--- src/common/rv_fetch_pkg.sv ---
package rv_fetch_pkg;

    // byte address space of the instruction bus
    localparam int IADDR_BITS = 16;

    // halfword address, bit 0 is always zero and not carried
    typedef logic [IADDR_BITS-1:1] iaddr_t;

    // one 16-bit instruction parcel
    typedef logic [15:0] parcel_t;

    // instruction word as seen by decode
    typedef logic [31:0] instr_t;

    // pc after reset
    localparam iaddr_t RESET_ADDR = '0;

    // pc steps in halfword units
    localparam iaddr_t PC_STEP_HALF = iaddr_t'(1);
    localparam iaddr_t PC_STEP_WORD = iaddr_t'(2);

    // low opcode bits of a full 32-bit instruction
    localparam logic [1:0] OPC_FULL = 2'b11;

    // parcel buffer geometry
    localparam int BUF_DEPTH_BITS = 2;
    localparam int BUF_DEPTH = 2 ** BUF_DEPTH_BITS;

    // buffer slot index, wraps around the store
    typedef logic [BUF_DEPTH_BITS-1:0] buf_ptr_t;

    // fill level, one bit wider so a full store can be told from an empty one
    typedef logic [BUF_DEPTH_BITS:0] buf_cnt_t;

    // parcels per push or pop
    localparam buf_cnt_t CNT_ONE = buf_cnt_t'(1);
    localparam buf_cnt_t CNT_TWO = buf_cnt_t'(2);

endpackage

--- src/common/rv_fetch_buf_if.sv ---
`timescale 1ns/1ps

interface rv_fetch_buf_if
    import rv_fetch_pkg::*;
(
    input logic clk
);

    // halfword address of the first parcel in the current push
    iaddr_t     push_pc;
    parcel_t    data_lo;
    parcel_t    data_hi;
    // single pushes data_hi only, double pushes data_lo then data_hi
    logic       push_single;
    logic       push_double;
    // empties the buffer, wins over any push on the same edge
    logic       flush;
    // room for two more parcels once the current push has landed
    logic       not_full;

    modport producer
    (
        input  clk,
        output push_pc,
        output data_lo,
        output data_hi,
        output push_single,
        output push_double,
        output flush,
        input  not_full
    );

    modport consumer
    (
        input  clk,
        input  push_pc,
        input  data_lo,
        input  data_hi,
        input  push_single,
        input  push_double,
        input  flush,
        output not_full
    );

endinterface

--- src/design/rv_fetch_top.sv ---
`timescale 1ns/1ps

module rv_fetch_top
    import rv_fetch_pkg::*;
(
    input  logic    clk,
    input  logic    i_arst_n,
    input  logic    i_stall,
    input  logic    i_pc_select,
    input  iaddr_t  i_pc_target,
    input  logic    i_trap,
    input  iaddr_t  i_trap_pc,
    input  instr_t  i_instruction,
    input  logic    i_ack,
    output logic    o_cyc,
    output iaddr_t  o_addr,
    output logic    o_pc_change,
    output logic    o_ready,
    output instr_t  o_instr,
    output iaddr_t  o_pc,
    output iaddr_t  o_pc_next
);

    logic buf_pop;

    rv_fetch_buf_if bif
    (
        .clk            (clk)
    );

    // decode takes the head instruction unless it holds back
    assign buf_pop = o_ready & ~i_stall;

    rv_fetch u_fetch
    (
        .clk            (clk),
        .i_arst_n       (i_arst_n),
        .i_pc_select    (i_pc_select),
        .i_pc_target    (i_pc_target),
        .i_trap         (i_trap),
        .i_trap_pc      (i_trap_pc),
        .i_ack          (i_ack),
        .i_instruction  (i_instruction),
        .o_cyc          (o_cyc),
        .o_addr         (o_addr),
        .o_pc_change    (o_pc_change),
        .bif            (bif.producer)
    );

    rv_fetch_buf u_buf
    (
        .clk            (clk),
        .i_arst_n       (i_arst_n),
        .bif            (bif.consumer),
        .i_pop          (buf_pop),
        .o_ready        (o_ready),
        .o_instr        (o_instr),
        .o_pc           (o_pc),
        .o_pc_next      (o_pc_next)
    );

endmodule

--- src/fetch/rv_fetch.sv ---
`timescale 1ns/1ps

module rv_fetch
    import rv_fetch_pkg::*;
(
    input  logic                    clk,
    input  logic                    i_arst_n,
    input  logic                    i_pc_select,
    input  iaddr_t                  i_pc_target,
    input  logic                    i_trap,
    input  iaddr_t                  i_trap_pc,
    input  logic                    i_ack,
    input  instr_t                  i_instruction,
    output logic                    o_cyc,
    output iaddr_t                  o_addr,
    output logic                    o_pc_change,
    rv_fetch_buf_if.producer        bif
);

    iaddr_t pc;
    iaddr_t pc_incr;
    iaddr_t pc_sum;
    logic   change_pc;
    logic   move_pc;

    // pc of the word whose data arrives this cycle
    iaddr_t req_pc;
    logic   push_pending;
    logic   push_live;

    // either redirect input moves the pc
    assign change_pc = i_trap | i_pc_select;

    // a read is wanted whenever the buffer can take a whole word
    assign o_cyc = bif.not_full;
    assign o_addr = pc;

    // word accepted by memory on this edge
    assign move_pc = i_ack & o_cyc;

    // half-aligned pc only gets the upper parcel and steps back onto a word
    assign pc_incr = pc[1] ? PC_STEP_HALF : PC_STEP_WORD;
    assign pc_sum = pc + pc_incr;

    always_ff @(posedge clk or negedge i_arst_n)
    begin
        if (!i_arst_n)
        begin
            pc <= RESET_ADDR;
        end
        else if (i_trap)
        begin
            pc <= i_trap_pc;
        end
        else if (i_pc_select)
        begin
            pc <= i_pc_target;
        end
        else if (move_pc)
        begin
            pc <= pc_sum;
        end
    end

    // a word acked during a redirect belongs to the old stream
    always_ff @(posedge clk or negedge i_arst_n)
    begin
        if (!i_arst_n)
        begin
            push_pending <= 1'b0;
        end
        else
        begin
            push_pending <= move_pc & ~change_pc;
        end
    end

    // request address travels one cycle behind the ack along with its data
    always_ff @(posedge clk)
    begin
        if (move_pc)
        begin
            req_pc <= pc;
        end
    end

    // data of the previous ack is killed if a redirect shows up now
    assign push_live = push_pending & ~change_pc;

    assign bif.push_pc = req_pc;
    assign bif.data_lo = i_instruction[15:0];
    assign bif.data_hi = i_instruction[31:16];

    // bit 1 of the requested pc tells whether the lower parcel is wanted
    assign bif.push_single = push_live & req_pc[1];
    assign bif.push_double = push_live & ~req_pc[1];

    assign bif.flush = change_pc;
    assign o_pc_change = change_pc;

    // memory only answers an outstanding request
    a_ack_needs_cyc : assert property (
        @(posedge clk) disable iff (!i_arst_n)
        i_ack |-> o_cyc
    );

endmodule

--- src/fetch/rv_fetch_buf.sv ---
`timescale 1ns/1ps

module rv_fetch_buf
    import rv_fetch_pkg::*;
(
    input  logic                    clk,
    input  logic                    i_arst_n,
    rv_fetch_buf_if.consumer        bif,
    input  logic                    i_pop,
    output logic                    o_ready,
    output instr_t                  o_instr,
    output iaddr_t                  o_pc,
    output iaddr_t                  o_pc_next
);

    // circular parcel store
    parcel_t  mem [BUF_DEPTH];
    buf_ptr_t rd_ptr;
    buf_ptr_t wr_ptr;
    buf_cnt_t count;

    // pc of the parcel at rd_ptr, valid once a push followed a flush
    iaddr_t   head_pc;
    logic     head_pc_valid;

    parcel_t  head_lo;
    parcel_t  head_hi;
    logic     head_is_comp;

    logic     do_push;
    buf_cnt_t push_cnt;
    logic     do_pop;
    buf_cnt_t pop_cnt;
    iaddr_t   pc_step;

    assign head_lo = mem[rd_ptr];
    assign head_hi = mem[rd_ptr + buf_ptr_t'(1)];

    // compressed unless both low opcode bits are set
    assign head_is_comp = (head_lo[1:0] != OPC_FULL);

    // a whole instruction sits at the head
    assign o_ready = ((count >= CNT_ONE) && head_is_comp) || (count >= CNT_TWO);

    assign o_instr = head_is_comp ? {16'h0000, head_lo} : {head_hi, head_lo};

    assign pc_step = head_is_comp ? PC_STEP_HALF : PC_STEP_WORD;
    assign o_pc = head_pc;
    assign o_pc_next = head_pc + pc_step;

    // flush drops whatever arrives in the same cycle
    assign do_push = (bif.push_single | bif.push_double) & ~bif.flush;
    assign push_cnt = !do_push ? '0 : (bif.push_double ? CNT_TWO : CNT_ONE);

    assign do_pop = i_pop & o_ready;
    assign pop_cnt = !do_pop ? '0 : (head_is_comp ? CNT_ONE : CNT_TWO);

    // counts the push in flight so the next acked word is sure to fit
    assign bif.not_full = (count + push_cnt) <= buf_cnt_t'(BUF_DEPTH - 2);

    always_ff @(posedge clk)
    begin
        if (do_push)
        begin
            if (bif.push_double)
            begin
                mem[wr_ptr] <= bif.data_lo;
                mem[wr_ptr + buf_ptr_t'(1)] <= bif.data_hi;
            end
            else
            begin
                mem[wr_ptr] <= bif.data_hi;
            end
        end
    end

    always_ff @(posedge clk or negedge i_arst_n)
    begin
        if (!i_arst_n)
        begin
            rd_ptr <= '0;
            wr_ptr <= '0;
            count <= '0;
        end
        else if (bif.flush)
        begin
            rd_ptr <= '0;
            wr_ptr <= '0;
            count <= '0;
        end
        else
        begin
            wr_ptr <= wr_ptr + buf_ptr_t'(push_cnt);
            rd_ptr <= rd_ptr + buf_ptr_t'(pop_cnt);
            count <= count + push_cnt - pop_cnt;
        end
    end

    // head pc restarts from the first push of a new stream
    always_ff @(posedge clk or negedge i_arst_n)
    begin
        if (!i_arst_n)
        begin
            head_pc <= RESET_ADDR;
            head_pc_valid <= 1'b0;
        end
        else if (bif.flush)
        begin
            head_pc_valid <= 1'b0;
        end
        else if (do_push && !head_pc_valid)
        begin
            head_pc <= bif.push_pc;
            head_pc_valid <= 1'b1;
        end
        else if (do_pop)
        begin
            head_pc <= o_pc_next;
        end
    end

    // store never overflows
    a_count_bound : assert property (
        @(posedge clk) disable iff (!i_arst_n)
        count <= buf_cnt_t'(BUF_DEPTH)
    );

    // a push is the data of a word requested while there was room
    a_push_had_room : assert property (
        @(posedge bif.clk) disable iff (!i_arst_n)
        (bif.push_single || bif.push_double) |-> $past(bif.not_full)
    );

endmodule

--- config.mk ---
export PLATFORM = sky130hd
export DESIGN_NAME = rv_fetch_top
export DESIGN_NICKNAME = d
export VERILOG_FILES = /design/src/common/rv_fetch_pkg.sv /design/src/common/rv_fetch_buf_if.sv /design/src/design/rv_fetch_top.sv /design/src/fetch/rv_fetch.sv /design/src/fetch/rv_fetch_buf.sv
export SDC_FILE = /design/constraint.sdc
export NUM_CORES = 1
export LEC_CHECK = 0
export BUFFER_PORTS_ARGS = -buffer_cell sky130_fd_sc_hd__buf_2
export CORE_ASPECT_RATIO = 1.2
export CORE_MARGIN = 2
export CORE_UTILIZATION = 45
export DETAILED_ROUTE_END_ITERATION = 12
export PLACE_DENSITY = 0.77
export SLEW_MARGIN = 20
export SYNTH_ARGS = -nofsm -noshare
export SYNTH_HDL_FRONTEND = slang
export SYNTH_SLANG_ARGS = --single-unit
--- constraint.sdc ---
create_clock -name clk -period 3.05 [get_ports clk]
set_clock_uncertainty 0.15 [all_clocks]
set_input_delay 0.305 -clock clk [delete_from_list [all_inputs] [get_ports clk]]
set_output_delay 0.305 -clock clk [all_outputs]
set_load 0.02 [all_outputs]
; Word level (Yosys, flattened, before mapping)
; Memory sizes are Yosys's and may differ from the RTL's.
; Index checks and enable logic that the tools add are counted.
[word_totals]
ff_bits = 54
latch_bits = 0
ram_bits = 64
rom_bits = 0
output_inout_bits = 80
memories = 1
[mem_list]
columns = name, depth, word_bits, rd, rd_clocked_by_memory_dff, wr, line_no
row1 = u_buf.mem, 4, 16, 2, 0, 2, rv_fetch_buf.sv:17  ; parcel_t mem [BUF_DEPTH];
[op_classes]
addsub = 8
mul = 0
div = 0
n_lt_le_gt_ge = 3
n_eq_ne = 1
shifts = 0
muxes = 24
n_bitwise = 14
n_reduce_logical = 8
[op_table]
columns = op, count
row1 = 15-bit two-way mux, 5
row2 = 32-bit two-way mux, 1
row3 = 15-bit adder, 2
row4 = 16-bit two-way mux, 1
row5 = 2-bit two-way mux, 6
row6 = 3-bit two-way mux, 3
row7 = 1-bit bitwise AND, 8
row8 = 1-bit two-way mux, 8
row9 = 2-bit by 1-bit adder with 2-bit output (second input constant), 2
row10 = 2-bit adder, 2
row11 = 2-bit nonzero test, 2
row12 = 3-bit adder, 1
row13 = 3-bit by 1-bit >= comparator with 1-bit output (second input constant), 1
row14 = 3-bit by 2-bit >= comparator with 1-bit output (second input constant), 1
row15 = 3-bit by 2-bit <= comparator with 1-bit output (second input constant), 1
row16 = 1-bit NOT, 3
row17 = 1-bit bitwise OR, 3
row18 = 3-bit nonzero test, 1
row19 = 3-bit subtractor, 1
row20 = 1-bit logical AND, 2
row21 = 2-bit inequality test (second input constant), 1
row22 = 2-bit AND reduction, 1
row23 = 1-bit zero test, 1
row24 = 1-bit logical OR, 1

; Longest topological paths before layout
; Gate-level depths: netlist (run 1).
[depth]
ltp_word = 13
mapped_depth = 13

; By module
; A second synthesis (run 1) with hierarchy kept.
[hier_totals]
hier_cells = 584
hier_area_um2 = 7151.9
[modules_own_cells]
columns = mod, n_inst, cells_each, area_each_um2, seq_area_each_um2
row1 = rv_fetch_buf, 1, 391, 5252.5, 2497.4
row2 = rv_fetch, 1, 192, 1885.6, 850.8
row3 = rv_fetch_top, 1, 1, 13.8, 0.0

; Worst setup path before layout (run 1)
; Ideal clock, no wire load.
[synth_timing]
path_type = flip-flop to output port
from = register u_buf.rd_ptr[1]
to = output port o_pc_next[12]
arrival_time_ns = 2.595
path_slack_ns = 0.000
path_stages_with_launch = 9
cell_sequence = dfrtp_1 buf_2 mux4_2 nand2_1 ha_1 fa_1 nand3_1 nor4_1 xor2_1
[synth_via]
elab_chain_cells = 4
[synth_lines]
columns = item, line_no
row1 = from (decl), rv_fetch_buf.sv:18  ; buf_ptr_t rd_ptr;
row2 = from (signal assigned), rv_fetch_buf.sv:94  ; rd_ptr <= rd_ptr + buf_ptr_t'(pop_cnt);
row3 = memory read 4 x 16 bit, n/a
row4 = 2-bit inequality test, rv_fetch_buf.sv:40  ; assign head_is_comp = (head_lo[1:0] != OPC_FULL);
row5 = 2-bit two-way mux, rv_fetch_buf.sv:47  ; assign pc_step = head_is_comp ? PC_STEP_HALF : PC_STEP_WORD;
row6 = 15-bit adder, rv_fetch_buf.sv:49  ; assign o_pc_next = head_pc + pc_step;
row7 = to (decl), rv_fetch_top.sv:21  ; output iaddr_t o_pc_next
; Every way passes these cells.

==> results.py, run 1 <==
metrics = {
    "sta": {
        "finalMaxSlewViolations": 0,
        "rsz0062_at_grt": "yes",
        "fmax_mhz": 310.7,
        "setup_viol": 8,
        "fin_ws_ns": -0.1684,
        "period_share_pct": 105.5,
        "period_needed_ns": 3.218,
        "whs_ns": 0.05665,
        "timing_hold_violations_final": 0,
        "max_slew_margin_pct": 34.85,
        "worst_pin_slew_ns": 0.9753,
    },
    "setup_path": {
        "crit_arrival_ns": 2.76,
        "required_ns": 2.59,
        "crit_fanout": 6,
        "path_class": "reg -> out",
        "cp-start-kind": "flop",
        "critPathCaptureType": "output pin",
    },
    "yosys": {
        "async_flop_share_pct": 33.05,
        "syn_inst": 531,
        "synth_flop_cell": "edfxtp_1",
        "synth_area_leaders": "edfxtp_1 (35%), dfrtp_1 (14%), mux2_2 (12%)",
        "ys_seq_area_share_pct": 49.60,
        "synthesis.nets": 610,
        "synth_top_area_share_pct": 35.14,
        "ys_seq_elements": 118,
        "synth-edff-count": 79,
        "synthesis.area_mm2": 0.006750,
        "syn_avg_cell_area_um2": 12.71,
        "synth_cell_types": 49,
        "yosysWarnings": 0,
        "yosys.area.top_type": "edfxtp_1",
    },
    "clock_tree": {
        "cts_tree": "done",
        "cts_inserted_buffers": 17,
        "clock_latency_ns": 0.41,
        "cts_root_buf": "clkbuf_16",
        "htreeDepth": 4,
        "clk_pin_slew_ns": 0.06,
        "clock-sinks": 118,
        "clock_path_buffers": 2,
    },
    "power_and_ir_drop": {
        "p_sw_share_pct": 28.41,
        "comb_power_share_pct": 18.7,
        "powerDensity_mw_per_mm2": 588.8,
        "ir_worst_vdd_v": 0.0003487,
        "p_int_uw": 3701,
        "p_switching_uw": 1469,
        "clkPwrFrac_pct": 42.6,
        "p_leak_uw": 0.003552,
        "power_frac_seq_pct": 38.7,
    },
    "place": {
        "dp_hpwl_um": 12060,
        "place.gp.congestion": 0.8987,
        "numPortBuffers": 147,
        "dp_slack_ns": 0.08380,
    },
    "global_routing": {
        "antenna_found_initial": 2,
        "grt_pass1_vias": 5500,
        "grt_max_degree": 40,
        "grt-ovfl-total": 0,
        "grt_usage_pct": 23.07,
        "grt_first_pass_wirelength_um": 28630,
    },
    "drt": {
        "vias": 5361,
        "drt_iter0_markers": 433,
        "detail_route.wl_per_cell_um": 19.72,
        "via_per_inst": 5.783,
        "ant_nets": 0,
        "first_pass_iters": 4,
        "totalWireLength_um": 18280,
        "drc": 0,
    },
    "die": {
        "start_util_pct": 45.50,
        "fp.dieW_um": 115.8,
        "rows": 49,
        "core_area_mm2": 0.01484,
        "ios": 148,
        "die_area_mm2": 0.01600,
        "die_y_um": 138.2,
    },
    "finish": {
        "drive_gt1_share_pct": 48.40,
        "final_nets": 787,
        "areaGrowthSynthToFinish_pct": 30.08,
    },
    "run_status": {
        "status": "finished with violations",
        "failed_checks": "negative setup slack",
    },
    "job": {
        "drv_cap": 0,
    },
    "worst_hold_path": {
        "holdCritPathClass": "in -> reg",
    },
}
[cell usage in the layout (no fill, tap or decap), drive strengths merged, types with 14 or more instances in the layout]
cell type  instances
edfxtp            79
mux2              70
and3              20
mux4              32
o21ai             26
clkbuf            18
inv               16
nor2              30
xor2              14
xnor2             19
a21oi             39
dfrtp             39
buf              188
nand2             26
[final cells by class]
cell class              instances  area (µm²)
clock buffers                  18       429.2
flip-flops and latches        118        3349
multi-input cells             368        3362
inverters                      13       51.30
well taps                     204       255.2
clock inverters                14       222.7
diodes                          2       5.005
repair buffers                190        1106
fillers                      1139        6056
[registers in the layout, indices dropped and copies added, names as in the netlist]
register,count
u_fetch.push_pending,1
u_buf.head_pc_valid,1
u_buf.mem,64
u_fetch.bif.push_pc,15
u_buf.wr_ptr,2
u_fetch.o_addr,15
u_buf.rd_ptr,2
u_buf.o_pc,15
u_buf.count,3
[cells by family (layout without fill, tap and decap cells)]
| family | after synthesis | after routing | share of synthesized area, % |
|---|---|---|---|
| xor+xnor | 33 | 33 | 4.282 |
| flops | 118 | 118 | 49.60 |
| mux | 105 | 105 | 22.80 |
| compound gates | 99 | 99 | 9.027 |
| buf+inv | 45 | 235 | 2.947 |
| fa+ha+maj | 11 | 11 | 2.373 |
| simple gates | 120 | 120 | 8.971 |
| other cells | 0 | 2 | 0 |
[metrics by stage]
step	instance area (µm²)	total power [µW]	utilization, %	TNS, ns	instances
global route	8781	5337	59.18	-1.441	927
CTS	8660	5106	58.37	-0.5063	919
global placement	7819	2832	52.70	0	878
floorplan	6750	2508	-	0	531
detailed placement	7819	2859	52.70	0	878
finish	8781	5171	59.18	-0.8880	927
[synth_stat cells (14+ instances only)]
cell type,instances
edfxtp_1,79
mux2_2,70
dfrtp_1,39
a21oi_1,38
mux4_2,32
nor2_1,30
nand2_1,26
o21ai_0,23
and3_1,20
xnor2_1,19
clkbuf_1,17
xor2_1,14
[critical path: stages (launching register included)]
cell and delay [ns]:
edfxtp_1 0.43, mux4_2 0.55, nand2_4 0.13, inv_4 0.05
buf_6 0.12, fa_2 0.38, nand3_4 0.13, buf_6 0.15
nor2_4 0.04, nand2_2 0.10, xnor2_2 0.12, buf_4 0.16
[what timing repair did]
action | in CTS | in global routing
endpoints found under the hold margin | 40 | 0
pin swaps | 5 | 9
setup endpoints to repair | 12 | 11
buffers inserted | 7 | 6
gates resized for setup | 28 | 15
hold buffers | 2 | 0
[final timing paths]
check	start	endpoint	cells after the start	slack [ns]
hold / removal	i_pc_target[9]	u_fetch.o_addr[9]	3	0.06
max in group asynchronous	i_arst_n	u_buf.rd_ptr[0]	2	1.62
setup reg to reg	u_buf.mem[2][1]	u_buf.o_pc[8]	13	0.08
setup / recovery	u_buf.mem[2][1]	o_pc_next[8]	11	-0.17
hold reg to reg	u_fetch.bif.push_pc[14]	u_buf.o_pc[14]	1	0.33
min in group asynchronous	i_arst_n	u_buf.o_pc[8]	2	0.47
[power groups by stage]
| stage | clock network, µW | registers [µW] | logic, µW |
|---|---|---|---|
| 2_1_floorplan | 0 | 2050 | 458 |
| 3_3_place_gp | 0 | 2000 | 830 |
| 3_5_place_dp | 0 | 2010 | 851 |
| 4_1_cts | 2220 | 1990 | 902 |
| 5_1_grt | 2290 | 2010 | 1030 |
| 6_report | 2200 | 2000 | 967 |
[layer usage]
| layer | up-vias | track usage (%) | part of all wire, % |
|---|---|---|---|
| met5 | - | 0 | 0 |
| met4 | 0 | 9.524 | 2.9 |
| met3 | 46 | 4.647 | 5.5 |
| met2 | 249 | 39.46 | 52 |
| met1 | 2673 | 28.25 | 39 |
| li1 | 2393 | - | - |
(Power assumes the default switching activity.)
==> run 2, diff against run 1 <==
--- a/config.mk
+++ b/config.mk
@@ -9,6 +9,7 @@
 export CORE_ASPECT_RATIO = 1.2
 export CORE_MARGIN = 2
 export CORE_UTILIZATION = 45
+export CTS_BUF_LIST = sky130_fd_sc_hd__clkbuf_4 sky130_fd_sc_hd__clkbuf_8
 export DETAILED_ROUTE_END_ITERATION = 12
 export PLACE_DENSITY = 0.77
 export SLEW_MARGIN = 20
==> results.py, run 2 (synthesized netlist as in run 1, its figures left out) <==
metrics = {
    "global_routing": {
        "met1_usage_pct": 28.34,
        "grt_usage_pct": 22.60,
        "grt_pass1_vias": 5468,
        "antenna_found_initial": 1,
        "grt.met2_usage_pct": 38.10,
        "top_usage_layer": "met2",
        "grt_max_degree": 40,
        "grt-ovfl-total": 0,
        "met3_usage_pct": 4.428,
        "grt_first_pass_wirelength_um": 28120,
    },
    "sta": {
        "period_share_pct": 103.0,
        "fmax_mhz": 318.4,
        "setup_tns_ns": -0.4147,
        "worst_pin_slew_ns": 0.9814,
        "timing_hold_violations_final": 0,
        "finalMaxSlewViolations": 0,
        "fin_ws_ns": -0.09061,
        "rsz0062_at_grt": "yes",
        "max_slew_margin_pct": 34.44,
        "period_needed_ns": 3.141,
        "setup_viol": 9,
    },
    "finish": {
        "layout_commonest_cell": "buf_2",
        "drive_gt1_share_pct": 48.83,
        "final_area_mm2": 0.008623,
        "final_cell_mix": "buf_2 (137), edfxtp_1 (79), mux2_2 (70)",
        "areaGrowthSynthToFinish_pct": 27.75,
        "top_register": "u_buf.mem",
        "largest_reg_flops": 64,
        "final_nets": 791,
    },
    "drt": {
        "first_pass_iters": 5,
        "totalWireLength_um": 17930,
        "drt_iter0_markers": 423,
        "via_per_inst": 5.758,
        "detail_route.wl_per_cell_um": 19.26,
        "ant_nets": 0,
        "vias": 5361,
        "drc": 0,
    },
    "power_and_ir_drop": {
        "ir_worst_vdd_v": 0.0002960,
        "powerDensity_mw_per_mm2": 536.4,
        "p_leak_uw": 0.003496,
    },
    "setup_path": {
        "critPathCaptureType": "output pin",
        "slowest_stage": "mux4_2",
        "slowest_delay_ns": 0.53,
        "crit_buf_inv": 2,
        "path_class": "reg -> out",
        "crit_arrival_ns": 2.69,
        "required_ns": 2.59,
        "cp_top_family": "multiplexers",
        "cp-start-kind": "flop",
        "crit_fanout": 6,
        "cp_cell_sequence": "mux4_2 > nand2_4 > ha_4 > fa_2 > nand3_4 > buf_8 > nor2_4 > nand2_2 > xnor2_2 > buf_4",
    },
    "clock_tree": {
        "cts_root_buf": "clkbuf_8",
        "clock_latency_ns": 0.44,
        "cts_tree": "done",
        "htreeDepth": 4,
        "clock-sinks": 118,
        "clock_path_buffers": 2,
        "clk_pin_slew_ns": 0.08,
        "cts_inserted_buffers": 17,
    },
    "job": {
        "drv_cap": 0,
    },
    "die": {
        "die_y_um": 138.2,
        "rows": 49,
        "die_area_mm2": 0.01600,
        "ios": 148,
        "fp.dieW_um": 115.8,
        "start_util_pct": 45.50,
        "core_area_mm2": 0.01484,
    },
    "place": {
        "place.gp.congestion": 0.8987,
        "numPortBuffers": 147,
        "dp_hpwl_um": 12060,
        "dpl-instance-area_mm2": 0.007819,
    },
    "run_status": {
        "failed_checks": "negative setup slack",
        "status": "finished with violations",
    },
    "worst_hold_path": {
        "holdCritPathClass": "in -> reg",
    },
}
[run 2: worst paths after layout]
path	start	to	slack, ns	cells after the start
setup / recovery	u_buf.mem[2][1]	o_pc_next[8]	-0.09	10
hold / removal	i_pc_target[6]	u_fetch.o_addr[6]	0.03	3
setup reg to reg	u_buf.mem[2][1]	u_buf.o_pc[8]	0.25	11
hold reg to reg	u_fetch.bif.push_pc[14]	u_buf.o_pc[14]	0.33	1
max in group asynchronous	i_arst_n	u_buf.rd_ptr[0]	1.67	2
min in group asynchronous	i_arst_n	u_fetch.o_addr[10]	0.42	2
[run 2: metrics by stage]
stage / hold WS (ns) / cells / setup WS (ns) / total power [µW] / util, %
floorplan: -0.1406 / 531 / 0.0004245 / 2508 / -
CTS: 0.009726 / 923 / -0.1147 / 4588 / 57.49
global route: 0.03473 / 930 / -0.1960 / 4792 / 58.10
detailed placement: 0.3264 / 878 / 0.08380 / 2859 / 52.70
finish: 0.02662 / 931 / -0.09061 / 4626 / 58.12
global placement: 0.3102 / 878 / 0.1765 / 2832 / 52.70
[run 2: report_power, final]
group	switching, µW	internal, µW
combinational	555	410
sequential	171	1820
clock	675	992
total	1400	3220
[run 2: area by class of cell]
class                   count  area, µm²
diodes                      2      5.005
clock buffers              18      241.5
clock inverters            14      222.7
fillers                  1160       6213
inverters                  13      51.30
multi-input cells         368       3368
flip-flops and latches    118       3349
well taps                 204      255.2
repair buffers            194       1130
[run 2: tightest hold or removal path, delay by kind of cell]
kind            cells  cell delay (ns)
compound gates      2             0.20
buf+inv             1             0.07
[run 2: timing repair]
action                     in CTS  in global routing
hold buffers                    2                  0
buffers inserted               11                  6
gates resized for setup        33                 10
pin swaps                      11                  9
hold endpoints to repair       40                  0
setup endpoints to repair      12                 11
[run 2: metal layers]
layer | part of all wire, % | up-vias
li1 | - | 2391
met1 | 39 | 2677
met2 | 52 | 254
met3 | 6.3 | 39
met4 | 2.7 | 0
met5 | 0 | -
==> run 3, diff against run 2 <==
--- a/config.mk
+++ b/config.mk
@@ -12,6 +12,7 @@
 export CTS_BUF_LIST = sky130_fd_sc_hd__clkbuf_4 sky130_fd_sc_hd__clkbuf_8
 export DETAILED_ROUTE_END_ITERATION = 12
 export PLACE_DENSITY = 0.77
+export RECOVER_POWER = 25
 export SLEW_MARGIN = 20
 export SYNTH_ARGS = -nofsm -noshare
 export SYNTH_HDL_FRONTEND = slang
==> results.py, run 3 (synthesized netlist as in run 1, its figures left out) <==
metrics = {
    "setup_path": {
        "crit_fanout": 6,
        "crit_buf_inv": 2,
        "slowest_delay_ns": 0.53,
        "slowest_stage": "mux4_2",
        "crit_arrival_ns": 2.69,
        "critPathCaptureType": "output pin",
        "cp_top_family": "multiplexers",
        "cp-start-kind": "flop",
        "required_ns": 2.59,
        "path_class": "reg -> out",
        "cp_cell_sequence": "mux4_2 > nand2_4 > ha_4 > fa_2 > nand3_4 > buf_8 > nor2_4 > nand2_2 > xnor2_2 > buf_4",
    },
    "drt": {
        "drt_iter0_markers": 412,
        "ant_nets": 0,
        "first_pass_iters": 7,
        "via_per_inst": 5.749,
        "drc": 0,
        "vias": 5352,
        "detail_route.wl_per_cell_um": 19.29,
        "totalWireLength_um": 17960,
    },
    "sta": {
        "fmax_mhz": 318.5,
        "worst_pin_slew_ns": 2.270,
        "timing_hold_violations_final": 0,
        "setup_viol": 8,
        "period_share_pct": 103.0,
        "fin_ws_ns": -0.09017,
        "max_slew_margin_pct": -51.31,
        "finalMaxSlewViolations": 40,
        "period_needed_ns": 3.140,
        "rsz0062_at_grt": "yes",
    },
    "global_routing": {
        "grt_max_degree": 40,
        "grt-ovfl-total": 0,
        "grt_first_pass_wirelength_um": 28120,
        "grt_pass1_vias": 5468,
        "grt_usage_pct": 22.60,
        "antenna_found_initial": 1,
    },
    "finish": {
        "final_nets": 791,
        "drive_gt1_share_pct": 46.21,
        "largest_reg_flops": 64,
        "fillers": 1170,
        "top_register": "u_buf.mem",
        "post-route-util_pct": 57.96,
        "final_cell_mix": "buf_2 (118), edfxtp_1 (79), mux2_2 (70)",
        "areaGrowthSynthToFinish_pct": 27.40,
        "layout_commonest_cell": "buf_2",
    },
    "die": {
        "fp.dieW_um": 115.8,
        "start_util_pct": 45.50,
        "core_area_mm2": 0.01484,
        "ios": 148,
        "die_y_um": 138.2,
        "die_area_mm2": 0.01600,
        "rows": 49,
    },
    "power_and_ir_drop": {
        "p_sw_share_pct": 30.35,
        "p_leak_uw": 0.003435,
        "p_switching_uw": 1401,
        "clkPwrFrac_pct": 36.1,
        "power_frac_seq_pct": 43.2,
        "ir_worst_vdd_v": 0.0002960,
        "comb_power_share_pct": 20.7,
        "powerDensity_mw_per_mm2": 536.7,
        "total_power_uw": 4616,
        "p_int_uw": 3215,
    },
    "clock_tree": {
        "htreeDepth": 4,
        "cts_inserted_buffers": 17,
        "clock-sinks": 118,
        "clock_path_buffers": 2,
        "clk_pin_slew_ns": 0.07,
        "clock_latency_ns": 0.43,
        "cts_root_buf": "clkbuf_8",
        "cts_tree": "done",
    },
    "place": {
        "numPortBuffers": 147,
        "dp_hpwl_um": 12060,
        "place.gp.congestion": 0.8987,
    },
    "worst_hold_path": {
        "holdCritPathClass": "in -> reg",
    },
    "job": {
        "drv_cap": 1,
    },
    "run_status": {
        "status": "finished with violations",
        "failed_checks": "max-capacitance violations, max-slew violations, negative setup slack",
    },
}
-- run 3: changes by cell type in the layout (fill, tap and decap cells not counted) --
cell / change
buf_2: -19
clkbuf_1: +19
-- run 3: final timing paths --
kind / cells past startpoint / to / slack, ns / startpoint
worst max-delay path: 10 / o_pc_next[8] / -0.09 / u_buf.mem[2][1]
worst min-delay path: 3 / u_fetch.o_addr[2] / 0.03 / i_pc_target[2]
worst max register to register: 11 / u_buf.o_pc[8] / 0.25 / u_buf.mem[2][1]
worst min register to register: 1 / u_buf.o_pc[14] / 0.33 / u_fetch.bif.push_pc[14]
max in group asynchronous: 2 / u_buf.rd_ptr[0] / 0.33 / i_arst_n
min in group asynchronous: 2 / u_fetch.o_addr[10] / 0.95 / i_arst_n
-- run 3: what timing repair did --
item / CTS / global route
buffers inserted: 11 / 6
hold buffers: 2 / 0
endpoints found under the hold margin: 40 / 0
gates cloned: 0 / 0
pin swaps: 11 / 9
gates resized for setup: 33 / 10
setup endpoints to repair: 12 / 11
-- run 3: per-layer routing --
metal  track usage (%)  vias up  wire length [µm]
met2             38.10      257              9320
met5                 0        -                 0
met3             4.428       39              1137
met4             9.211        0               487
li1                  -     2394                 -
met1             28.34     2662              7015
-- run 3: cell type report --
class / count / area, µm² / area share, %
diodes: 2 / 5.005 / 0.05820
clock buffers: 18 / 241.5 / 2.808
clock inverters: 14 / 222.7 / 2.590
inverters: 13 / 51.30 / 0.5965
multi-input cells: 368 / 3368 / 39.17
flip-flops and latches: 118 / 3349 / 38.95
well taps: 204 / 255.2 / 2.968
repair buffers: 194 / 1106 / 12.86
-- run 3: stage by stage --
| stage | instance area (µm²) | instances | setup TNS [ns] | setup slack (ns) | hold slack [ns] |
|---|---|---|---|---|---|
| 3_3_place_gp | 7819 | 878 | 0 | 0.1765 | 0.3102 |
| 4_1_cts | 8529 | 923 | -0.4954 | -0.1147 | 0.009726 |
| 3_5_place_dp | 7819 | 878 | 0 | 0.08380 | 0.3264 |
| 5_1_grt | 8597 | 930 | -1.650 | -0.1960 | 0.03473 |
| 6_report | 8600 | 931 | -0.3678 | -0.09017 | 0.02876 |
| 2_1_floorplan | 6750 | 531 | 0 | 0.0004245 | -0.1406 |
-- run 3: power groups by stage --
stage / sequential [µW] / combinational [µW] / clock [µW]
floorplan: 2050 / 458 / 0
global placement: 2000 / 830 / 0
detailed placement: 2010 / 851 / 0
CTS: 1980 / 923 / 1680
global route: 2010 / 1020 / 1760
finish: 1990 / 955 / 1670
-- run 3: worst register-to-register path, stage by stage (launching register included) --
cell and delay [ns]:
edfxtp_1 0.42, mux4_2 0.53, nand2_4 0.13, ha_4 0.15
fa_2 0.23, nand3_4 0.11, buf_8 0.17, nor2_4 0.12
buf_4 0.14, o2111ai_1 0.12, xnor2_1 0.17, mux2_2 0.27
